`config.mk`:
```
export PLATFORM = sky130hd
export DESIGN_NAME = gpuFrontEnd
export DESIGN_NICKNAME = d
export VERILOG_FILES = /design/src/verilog/gpuPkg.sv /design/src/verilog/decodedBus.sv /design/src/verilog/fetchBus.sv /design/src/verilog/decodeStage.sv /design/src/verilog/fetchStage.sv /design/src/verilog/gpuFrontEnd.sv /design/src/verilog/ibufStage.sv
export SDC_FILE = /design/constraint.sdc
export NUM_CORES = 2
export LEC_CHECK = 0
export BUFFER_PORTS_ARGS = -buffer_cell sky130_fd_sc_hd__buf_2
export CAP_MARGIN = 0
export CORE_MARGIN = 3
export CORE_UTILIZATION = 50
export CTS_CLUSTER_DIAMETER = 30
export DETAILED_ROUTE_END_ITERATION = 10
export GPL_TIMING_DRIVEN = 0
export PLACE_DENSITY = 0.66
export SYNTH_ARGS = -nofsm -noshare
export SYNTH_HDL_FRONTEND = slang
export SYNTH_SLANG_ARGS = --single-unit
export TNS_END_PERCENT = 1
```
`constraint.sdc`:
```
create_clock -name clk -period 12.8 [get_ports clk]
set_input_delay 3.2 -clock clk [delete_from_list [all_inputs] [get_ports clk]]
set_output_delay 3.2 -clock clk [all_outputs]
set_load 0.05 [all_outputs]
```
`src/verilog/gpuPkg.sv`:
```
`default_nettype none

package gpuPkg;

	localparam int NumWarps = 8;
	localparam int WarpIdxW = $clog2(NumWarps);

	typedef logic [NumWarps-1:0] warpMaskT; // One-hot warp id

	typedef struct packed {
		logic [5:0] opcode;
		logic [4:0] rs;
		logic [4:0] rt;
		logic [4:0] rd;
		logic [4:0] shamt;
		logic [5:0] funct;
	} rViewT;

	typedef struct packed {
		logic [5:0] opcode;
		logic [4:0] rs;
		logic [4:0] rt;
		logic [15:0] imme;
	} iViewT;

	typedef struct packed {
		logic [5:0] opcode;
		logic [25:0] target;
	} jViewT;

	typedef union packed {
		rViewT rView;
		iViewT iView;
		jViewT jView;
	} instrWordT;

	// Base encodings, bit 4 is the .S flag
	localparam logic [5:0] OpInt = 6'b000000;
	localparam logic [5:0] OpNoop = 6'b000001;
	localparam logic [5:0] OpJ = 6'b000010;
	localparam logic [5:0] OpCall = 6'b000011;
	localparam logic [5:0] OpBeq = 6'b000100;
	localparam logic [5:0] OpRet = 6'b000110;
	localparam logic [5:0] OpBlt = 6'b000111;
	localparam logic [5:0] OpAddi = 6'b001000;
	localparam logic [5:0] OpAndi = 6'b001100;
	localparam logic [5:0] OpOri = 6'b001101;
	localparam logic [5:0] OpXori = 6'b001110;
	localparam logic [5:0] OpExit = 6'b100001;
	localparam logic [5:0] OpLd = 6'b100011;
	localparam logic [5:0] OpLds = 6'b100111;
	localparam logic [5:0] OpSw = 6'b101011;
	localparam logic [5:0] OpSws = 6'b101111;

	// Funct field of integer ops
	localparam logic [5:0] FnAdd = 6'b100000;
	localparam logic [5:0] FnSub = 6'b100010;
	localparam logic [5:0] FnMul = 6'b011000;
	localparam logic [5:0] FnAnd = 6'b100100;
	localparam logic [5:0] FnOr = 6'b100101;
	localparam logic [5:0] FnXor = 6'b100110;
	localparam logic [5:0] FnShr = 6'b000010;
	localparam logic [5:0] FnShl = 6'b000000;

	localparam logic [3:0] AluAdd = 4'd0;
	localparam logic [3:0] AluSub = 4'd1;
	localparam logic [3:0] AluMul = 4'd2;
	localparam logic [3:0] AluAnd = 4'd3;
	localparam logic [3:0] AluOr = 4'd4;
	localparam logic [3:0] AluXor = 4'd5;
	localparam logic [3:0] AluShr = 4'd6;
	localparam logic [3:0] AluShl = 4'd7;

	localparam logic [11:0] ApbImemBase = 12'h000;
	localparam logic [11:0] ApbLaunchAddr = 12'h100;
	localparam logic [11:0] ApbStatusAddr = 12'h104;

endpackage

`default_nettype wire

```
`src/verilog/decodedBus.sv`:
```
`timescale 1ns/10ps
`default_nettype none

interface decodedBus import gpuPkg::*; ();
	logic valid;
	warpMaskT warp;
	logic [31:0] pc;
	logic [3:0] aluOp;
	logic [4:0] src1;
	logic [4:0] src2;
	logic [4:0] dst;
	logic [15:0] imme;
	logic src1Valid;
	logic src2Valid;
	logic immeValid;
	logic regWrite;
	logic memRead;
	logic memWrite;
	logic shared; // LDS and SWS
	logic beq;
	logic blt;
	logic exit;
	logic noop;

	modport source (
		output valid, warp, pc, aluOp, src1, src2, dst, imme, src1Valid, src2Valid,
		output immeValid, regWrite, memRead, memWrite, shared, beq, blt, exit, noop
	);

	modport sink (
		input valid, warp, pc, aluOp, src1, src2, dst, imme, src1Valid, src2Valid,
		input immeValid, regWrite, memRead, memWrite, shared, beq, blt, exit, noop
	);
endinterface

`default_nettype wire

```
`src/verilog/fetchBus.sv`:
```
`timescale 1ns/10ps
`default_nettype none

interface fetchBus import gpuPkg::*; ();
	logic valid;
	warpMaskT warp;
	logic [31:0] pc;
	instrWordT instr;
	logic redirValid; // Next PC of the decoded warp
	warpMaskT redirWarp;
	logic [31:0] redirTarget;
	logic exitValid;
	warpMaskT exitWarp;

	modport fetch (
		output valid, warp, pc, instr,
		input redirValid, redirWarp, redirTarget, exitValid, exitWarp
	);

	modport decode (
		input valid, warp, pc, instr,
		output redirValid, redirWarp, redirTarget, exitValid, exitWarp
	);
endinterface

`default_nettype wire

```
`src/verilog/decodeStage.sv`:
```
`timescale 1ns/10ps
`default_nettype none

module decodeStage import gpuPkg::*; (
	input logic clk,
	input logic arstN,
	fetchBus.decode fb,
	decodedBus.source db
);

	instrWordT iw;
	logic [5:0] op;
	logic isInt;
	logic isImm;
	logic isLoad;
	logic isStore;
	logic isShared;
	logic isBeq;
	logic isBlt;
	logic isJump;
	logic isExit;
	logic isNoop;
	logic [3:0] aluOp;
	logic [31:0] nextPc;

	// Matches both the plain and the .S form
	function automatic logic opMatch(input logic [5:0] code, input logic [5:0] base);
		return {code[5], code[3:0]} == {base[5], base[3:0]};
	endfunction

	assign iw = fb.instr;
	assign op = iw.rView.opcode;

	assign isInt = opMatch(op, OpInt);
	assign isImm = opMatch(op, OpAddi) || opMatch(op, OpAndi) ||
		opMatch(op, OpOri) || opMatch(op, OpXori);
	assign isLoad = opMatch(op, OpLd) || opMatch(op, OpLds);
	assign isStore = opMatch(op, OpSw) || opMatch(op, OpSws);
	assign isShared = opMatch(op, OpLds) || opMatch(op, OpSws);
	assign isBeq = opMatch(op, OpBeq);
	assign isBlt = opMatch(op, OpBlt);
	assign isJump = opMatch(op, OpJ) || op == OpCall; // CALL has no .S form
	assign isExit = op == OpExit;
	assign isNoop = opMatch(op, OpNoop);

	// RET, BEQ and BLT fall through
	assign nextPc = isJump ? {4'b0, iw.jView.target, 2'b00} : fb.pc + 32'd4;

	always_comb begin
		aluOp = AluAdd;
		if (isImm) begin
			if (opMatch(op, OpAndi))
				aluOp = AluAnd;
			else if (opMatch(op, OpOri))
				aluOp = AluOr;
			else if (opMatch(op, OpXori))
				aluOp = AluXor;
		end else begin
			case (iw.rView.funct)
				FnAdd: aluOp = AluAdd;
				FnSub: aluOp = AluSub;
				FnMul: aluOp = AluMul;
				FnAnd: aluOp = AluAnd;
				FnOr: aluOp = AluOr;
				FnXor: aluOp = AluXor;
				FnShr: aluOp = AluShr;
				FnShl: aluOp = AluShl;
				default: aluOp = AluAdd;
			endcase
		end
	end

	always_ff @(posedge clk or negedge arstN) begin
		if (!arstN)
			db.valid <= 1'b0;
		else
			db.valid <= fb.valid;
	end

	always_ff @(posedge clk) begin
		db.warp <= fb.warp;
		db.pc <= fb.pc;
		db.aluOp <= aluOp;
		db.src1 <= iw.rView.rs;
		db.src2 <= iw.rView.rt;
		db.dst <= (isLoad || isImm) ? iw.iView.rt : iw.rView.rd;
		db.imme <= iw.iView.imme;
		db.src1Valid <= isInt || isImm || isLoad || isStore || isBeq || isBlt;
		db.src2Valid <= isInt || isStore || isBeq || isBlt;
		db.immeValid <= isImm;
		db.regWrite <= isInt || isImm || isLoad;
		db.memRead <= isLoad;
		db.memWrite <= isStore;
		db.shared <= isShared;
		db.beq <= isBeq;
		db.blt <= isBlt;
		db.exit <= isExit;
		db.noop <= isNoop;
		fb.redirTarget <= nextPc;
	end

	// Feedback to fetch in the same cycle as the decoded entry
	assign fb.redirValid = db.valid;
	assign fb.redirWarp = db.warp;
	assign fb.exitValid = db.valid && db.exit;
	assign fb.exitWarp = db.warp;

	assert property (@(posedge clk) disable iff (!arstN)
		db.valid && db.immeValid |-> !db.memRead);

endmodule

`default_nettype wire

```
`src/verilog/fetchStage.sv`:
```
`timescale 1ns/10ps
`default_nettype none

module fetchStage import gpuPkg::*; #(
	parameter int ImemDepth = 64
) (
	input logic clk,
	input logic arstN,
	input logic psel,
	input logic penable,
	input logic pwrite,
	input logic [11:0] paddr,
	input logic [31:0] pwdata,
	output logic [31:0] prdata,
	output logic pready,
	output logic pslverr,
	input warpMaskT retireWarp,
	fetchBus.fetch fb
);

	localparam int AddrW = $clog2(ImemDepth);

	logic [31:0] imem [ImemDepth];
	logic [31:0] pcTable [NumWarps];
	warpMaskT active;
	warpMaskT busy;
	warpMaskT eligible;
	warpMaskT redirMask;
	warpMaskT exitMask;
	warpMaskT launchMask;
	warpMaskT pick;
	logic [WarpIdxW-1:0] pickIdx;
	logic [WarpIdxW-1:0] rrPtr;
	logic access;
	logic [11:0] imemOff;
	logic imemHit;
	logic launchHit;
	logic statusHit;
	logic launchErr;

	// APB slave, zero wait states
	assign access = psel && penable;
	assign imemOff = paddr - ApbImemBase;
	assign imemHit = imemOff < 12'(ImemDepth * 4);
	assign launchHit = paddr == ApbLaunchAddr;
	assign statusHit = paddr == ApbStatusAddr;
	assign launchErr = access && pwrite && launchHit && |(pwdata[NumWarps-1:0] & active);
	assign launchMask = (access && pwrite && launchHit && !launchErr) ?
		pwdata[NumWarps-1:0] : '0;
	assign pready = 1'b1;
	assign pslverr = access && (!(imemHit || launchHit || statusHit) || launchErr);
	assign prdata = (access && !pwrite && statusHit) ? 32'(active) : '0;

	assign redirMask = fb.redirValid ? fb.redirWarp : '0;
	assign exitMask = fb.exitValid ? fb.exitWarp : '0;
	assign eligible = active & ~busy & ~redirMask;

	// Round robin starting at rrPtr
	always_comb begin
		logic [WarpIdxW-1:0] candIdx;
		pick = '0;
		pickIdx = '0;
		for (int i = 0; i < NumWarps; i++) begin
			candIdx = rrPtr + WarpIdxW'(i);
			if (pick == '0 && eligible[candIdx]) begin
				pick[candIdx] = 1'b1;
				pickIdx = candIdx;
			end
		end
	end

	always_ff @(posedge clk or negedge arstN) begin
		if (!arstN) begin
			active <= '0;
			busy <= '0;
			rrPtr <= '0;
			fb.valid <= 1'b0;
			fb.warp <= '0;
		end else begin
			active <= (active & ~exitMask) | launchMask;
			busy <= (busy | pick) & ~retireWarp;
			if (pick != '0)
				rrPtr <= pickIdx + 1'b1;
			fb.valid <= pick != '0;
			fb.warp <= pick;
		end
	end

	always_ff @(posedge clk) begin
		if (access && pwrite && imemHit)
			imem[imemOff[AddrW+1:2]] <= pwdata;
		for (int w = 0; w < NumWarps; w++) begin
			if (launchMask[w])
				pcTable[w] <= '0; // Launch wins over a late redirect
			else if (redirMask[w])
				pcTable[w] <= fb.redirTarget;
		end
		fb.pc <= pcTable[pickIdx];
		fb.instr <= imem[pcTable[pickIdx][AddrW+1:2]];
	end

	// At most one warp picked per cycle
	assert property (@(posedge clk) disable iff (!arstN)
		$onehot0(pick));

endmodule

`default_nettype wire

```
`src/verilog/gpuFrontEnd.sv`:
```
`timescale 1ns/10ps
`default_nettype none

module gpuFrontEnd import gpuPkg::*; #(
	parameter int ImemDepth = 64
) (
	input logic clk,
	input logic arstN,
	input logic psel,
	input logic penable,
	input logic pwrite,
	input logic [11:0] paddr,
	input logic [31:0] pwdata,
	output logic [31:0] prdata,
	output logic pready,
	output logic pslverr,
	input logic issueReady,
	output logic issueValid,
	output warpMaskT issueWarp,
	output logic [31:0] issuePc,
	output logic [3:0] issueAluOp,
	output logic [4:0] issueSrc1,
	output logic [4:0] issueSrc2,
	output logic [4:0] issueDst,
	output logic [15:0] issueImme,
	output logic [10:0] issueFlags
);

	warpMaskT retireWarp; // Issued warps back to fetch

	fetchBus fbus ();
	decodedBus dbus ();

	fetchStage #(
		.ImemDepth(ImemDepth)
	) u_fetchStage (
		.clk(clk),
		.arstN(arstN),
		.psel(psel),
		.penable(penable),
		.pwrite(pwrite),
		.paddr(paddr),
		.pwdata(pwdata),
		.prdata(prdata),
		.pready(pready),
		.pslverr(pslverr),
		.retireWarp(retireWarp),
		.fb(fbus.fetch)
	);

	decodeStage u_decodeStage (
		.clk(clk),
		.arstN(arstN),
		.fb(fbus.decode),
		.db(dbus.source)
	);

	ibufStage u_ibufStage (
		.clk(clk),
		.arstN(arstN),
		.issueReady(issueReady),
		.db(dbus.sink),
		.issueValid(issueValid),
		.retireWarp(retireWarp),
		.issueWarp(issueWarp),
		.issuePc(issuePc),
		.issueAluOp(issueAluOp),
		.issueSrc1(issueSrc1),
		.issueSrc2(issueSrc2),
		.issueDst(issueDst),
		.issueImme(issueImme),
		.issueFlags(issueFlags)
	);

endmodule

`default_nettype wire

```
`src/verilog/ibufStage.sv`:
```
`timescale 1ns/10ps
`default_nettype none

module ibufStage import gpuPkg::*; (
	input logic clk,
	input logic arstN,
	input logic issueReady,
	decodedBus.sink db,
	output logic issueValid,
	output warpMaskT retireWarp,
	output warpMaskT issueWarp,
	output logic [31:0] issuePc,
	output logic [3:0] issueAluOp,
	output logic [4:0] issueSrc1,
	output logic [4:0] issueSrc2,
	output logic [4:0] issueDst,
	output logic [15:0] issueImme,
	output logic [10:0] issueFlags
);

	localparam int EntryW = 32 + 4 + 5 + 5 + 5 + 16 + 11;

	logic [EntryW-1:0] slot [NumWarps];
	logic [EntryW-1:0] wrEntry;
	warpMaskT slotFull;
	warpMaskT writeMask;
	logic [WarpIdxW-1:0] issueIdx;

	assign wrEntry = {db.pc, db.aluOp, db.src1, db.src2, db.dst, db.imme,
		db.src1Valid, db.src2Valid, db.immeValid, db.regWrite, db.memRead,
		db.memWrite, db.shared, db.beq, db.blt, db.exit, db.noop};
	assign writeMask = db.valid ? db.warp : '0;

	// Lowest full slot wins
	always_comb begin
		issueIdx = '0;
		for (int w = NumWarps - 1; w >= 0; w--) begin
			if (slotFull[w])
				issueIdx = WarpIdxW'(w);
		end
	end

	assign issueValid = slotFull != '0;

	always_comb begin
		issueWarp = '0;
		if (issueValid)
			issueWarp[issueIdx] = 1'b1;
	end

	assign {issuePc, issueAluOp, issueSrc1, issueSrc2, issueDst, issueImme,
		issueFlags} = slot[issueIdx];
	assign retireWarp = (issueValid && issueReady) ? issueWarp : '0;

	always_ff @(posedge clk or negedge arstN) begin
		if (!arstN)
			slotFull <= '0;
		else
			slotFull <= (slotFull | writeMask) & ~retireWarp;
	end

	always_ff @(posedge clk) begin
		for (int w = 0; w < NumWarps; w++) begin
			if (writeMask[w])
				slot[w] <= wrEntry;
		end
	end

	// Fetch busy bits must keep a warp out until its slot drains
	assert property (@(posedge clk) disable iff (!arstN)
		(writeMask & slotFull) == '0);

endmodule

`default_nettype wire
```
==> impl_summary.log <==
[metrics] category of the worst setup path launch point: flip-flop
[metrics] initial antenna violation count: 63
[metrics] CTS H-tree lvls: 6
[metrics] remaining antenna violation count: 0
[metrics] total wire length after detailed routing: 456000 um
[metrics] Worst Reg-to-Reg Cells: 29
[metrics] maximum number of pins on one net before global-route repair: 68
[metrics] metal1 wirelength: 157000 um
[metrics] Max Root-Sink Buffers: 4
[metrics] most frequent cell on the critical path: sky130_fd_sc_hd__buf_2
[metrics] clock tree from TritonCTS: yes
[metrics] total met2 wirelength after detailed routing: 195000 um
[metrics] detailed-placement wirelength estimate: 300000 um
[metrics] clock buffer count from CTS: 566
[metrics] fmax: 0.0775 GHz
[metrics] endpoints failing setup: 2
[metrics] beginning of the worst register-to-register path: u_fetchStage.rrPtr[0]
[metrics] hold crit path type: reg2reg
[metrics] total clock sinks: 3138
[metrics] clock latency on the worst-skew pair: 1010 ps
[metrics] CP required: 13730 ps
[metrics] final-stage net count: 9504
[metrics] GPL Wtd Cong: 0.988
[metrics] Starting DRT DRC Count: 14.8k
[metrics] proportion of netlist area held by the largest area contributor: 70.6%
[metrics] unrepaired setup endpoints after global routing: false
[metrics] Post-CTS Setup Inserts: 0
[metrics] post-synth top area cell: sky130_fd_sc_hd__edfxtp_1
[metrics] top cells by count, synth: sky130_fd_sc_hd__edfxtp_1 (2920), sky130_fd_sc_hd__nand2_1 (1743), sky130_fd_sc_hd__nand3_1 (635)
[metrics] global route total overflow: 0
[metrics] startpoint of the most critical setup path: u_fetchStage.rrPtr[0]
[metrics] number of iterations in the first detailed-routing pass: 7
[metrics] Starting Density: 50.4%
[metrics] critical register-to-register path endpoint: u_fetchStage.fb.instr[2]
[metrics] Seq/Total Area, Yosys: 74.3%
[metrics] standard cell core area: 0.246 sq mm
[metrics] floorplan die width: 504 um
[metrics] failing checks: capacitance limit, slew limit, setup timing
[metrics] setup_tns: -153 ps
[metrics] number of distinct library cells after synthesis: 104
[metrics] synthesized flop and latch total: 3138
[metrics] total global routing track utilization: 35.0%
[metrics] met3 WL post-DR: 69400 um
[metrics] area growth from synthesis to final layout: 21.9%
[metrics] Worst Slack Setup Final: -95.0 ps
[metrics] number of instances in the synthesized netlist: 8594
[metrics] path type of the worst setup path: reg2reg
[metrics] vias per cell: 6.49
[metrics] utilization after layout: 61.4%
[metrics] termination of the worst setup path: u_fetchStage.fb.instr[2]
[metrics] hold buffer count at CTS: 0
[metrics] clk_skew: 56.7 ps
[metrics] vertical extent of the die: 504 um
[metrics] synthesized area: 0.124 sq mm
[metrics] average cell area after synthesis: 14.4 sq um
[metrics] CP max stage cell: sky130_fd_sc_hd__a21oi_1
[metrics] highest routed metal layer: met5
[metrics] I/O pins: 171
[metrics] clock root buffer: sky130_fd_sc_hd__clkbuf_16
[metrics] Synth Flop Type: sky130_fd_sc_hd__edfxtp_1
[metrics] Site Rows: 182
[metrics] fillcell total: 18.0k
[metrics] transition time of the tightest slew-check pin: 1640 ps
[metrics] final clock period utilization by the worst path: 101%
[metrics] cell types occupying the most area after synthesis: sky130_fd_sc_hd__edfxtp_1 (71%), sky130_fd_sc_hd__nand2_1 (5.3%), sky130_fd_sc_hd__mux2i_1 (4.8%)
[metrics] vias in the first global route: 81.5k
[metrics] final worst path period need: 12900 ps
[metrics] largest fanout of any net on the critical path: 11
[metrics] data arrival time of the critical path: 13830 ps
[metrics] most used standard cell by instance count after synthesis: sky130_fd_sc_hd__edfxtp_1
[metrics] number of synthesized flops with an enable pin: 2920
[metrics] fraction of final layout cells with drive strength greater than 1: 15.9%
[metrics] max-cap check violation count: 18
[metrics] total via count in the routed design: 86.0k
[metrics] number of hold violations in the final report: 0
[metrics] outcome: finished with violations
[metrics] number of warnings issued by yosys: 0
[metrics] buffers added on ports: 140
[metrics] Post-synth ARST share: 1.18%
[metrics] relative slew slack: -9.56%
[metrics] internal reg-to-reg setup slack: -100 ps
[metrics] DRC violations left: 0
[metrics] delay of the slowest critical-path stage: 1220 ps
[metrics] final routed wire length divided by cell count: 34.4 um
[metrics] wire length of the first global-routing pass: 624000 um
[metrics] die area: 0.254 sq mm
[metrics] clock slew at the register clock pins of the worst setup and hold paths: 50 ps
[metrics] endpoint class of the critical path: flip-flop
[metrics] count of final max-slew check failures: 276
[kinds of logic (layout without fill, tap and decap cells)]
group                    count (synthesis)  after routing  synth area share (%)
AND/OR/NAND/NOR                       3190           3190                  11.7
flip-flops                            3138           3138                  74.3
buffers and inverters                  572           1842                  2.33
other                                    2             72               0.00605
adder cells (fa/ha/maj)                  8              8                0.0806
XOR/XNOR                                33             33                 0.233
AO/OA/AOI/OAI                         1009           1009                  6.04
multiplexers                           642            642                  5.28
[routing by layer]
metal  vias to the layer above  track usage (%)
met5                         -            0.638
met4                        56             21.8
met3                      1785             14.0
met2                      7354             50.8
met1                     42200             43.7
li1                      34600                -
[worst max-delay path: cells and delay by family, from the launching register on]
family                     cells  cell delay, ps
AOI/OAI and AO/OA             11            4850
buffers and inverters         10            4740
and+or+nand+nor                7            2310
DFF                            1             510
adders and majority gates      1             340
[cell usage in the layout (no fill, tap or decap), types with 33 or more instances in the layout]
cell type,count
sky130_fd_sc_hd__bufinv_16,70
sky130_fd_sc_hd__nor2_1,97
sky130_fd_sc_hd__mux2_2,41
sky130_fd_sc_hd__and2_1,280
sky130_fd_sc_hd__o221ai_1,61
sky130_fd_sc_hd__or4_1,56
sky130_fd_sc_hd__clkinv_1,68
sky130_fd_sc_hd__a32oi_1,140
sky130_fd_sc_hd__o21ai_0,109
sky130_fd_sc_hd__a221oi_1,94
sky130_fd_sc_hd__buf_6,44
sky130_fd_sc_hd__buf_16,39
sky130_fd_sc_hd__buf_12,73
sky130_fd_sc_hd__a21oi_1,222
sky130_fd_sc_hd__clkbuf_1,294
sky130_fd_sc_hd__dfxtp_1,181
sky130_fd_sc_hd__edfxtp_1,2920
sky130_fd_sc_hd__mux2i_1,592
sky130_fd_sc_hd__nor2_4,67
sky130_fd_sc_hd__a22o_1,47
sky130_fd_sc_hd__nand4_1,163
sky130_fd_sc_hd__clkinv_2,94
sky130_fd_sc_hd__nand2_1,1735
sky130_fd_sc_hd__diode_2,46
sky130_fd_sc_hd__buf_4,79
sky130_fd_sc_hd__clkbuf_16,589
sky130_fd_sc_hd__dfrtp_1,37
sky130_fd_sc_hd__buf_1,62
sky130_fd_sc_hd__nand3_1,635
sky130_fd_sc_hd__buf_2,273
sky130_fd_sc_hd__nor3_1,33
[worst min-delay path by stage]
| stage | from | to | slack [ps] | cells past startpoint |
|---|---|---|---|---|
| global placement | u_fetchStage.fb.warp[3] | u_decodeStage.db.warp[3] | 330 | 0 |
| global route | u_fetchStage.fb.warp[1] | u_decodeStage.db.warp[1] | 350 | 0 |
| finish | u_fetchStage.fb.warp[6] | u_decodeStage.db.warp[6] | 340 | 0 |
| detailed placement | u_fetchStage.fb.warp[2] | u_decodeStage.db.warp[2] | 330 | 0 |
| floorplan | u_fetchStage.fb.pc[0] | u_decodeStage.db.pc[0] | 320 | 0 |
| CTS | u_fetchStage.fb.warp[6] | u_decodeStage.db.warp[6] | 340 | 0 |
[sequential cells by signal (all words and copies together), names as in the netlist, 16 cells and up]
name and count:
u_decodeStage.db.imme 16, u_decodeStage.db.pc 32, u_decodeStage.fb.redirTarget 32, u_fetchStage.fb.instr 32
u_fetchStage.fb.pc 32, u_fetchStage.imem 2048, u_fetchStage.pcTable 256, u_ibufStage.slot 616
[per-stage QoR]
step           setup slack, ps  hold WS [ps]  instance area, sq um  cells
2_1_floorplan             4410           323                124000   8618
3_5_place_dp               408           327                132000  12200
5_1_grt                    158           345                151000  13200
4_1_cts                    312           336                151000  13200
3_3_place_gp             -1380           326                129000  12100
6_report                 -95.0           336                151000  13200
[final cells by class]
type	count	area (sq um)	share of cell area, %
Clock buffer	672	15200	10.0
Tap cell	3312	4140	2.74
Clock inverter	338	3790	2.50
Sequential cell	3138	92200	60.9
Timing Repair Buffer	260	3340	2.20
Multi-Input combinational cell	4908	29600	19.6
Antenna cell	46	115	0.0760
Inverter	28	131	0.0868
Buffer	544	2800	1.85
[what timing repair did]
item	in CTS	in global routing
endpoints found under the hold margin	0	0
setup endpoints to repair	0	7
gates resized for setup	0	5
Power is not shown: default switching activity piles up to over one toggle a cycle in this logic, so the estimate is an artifact.
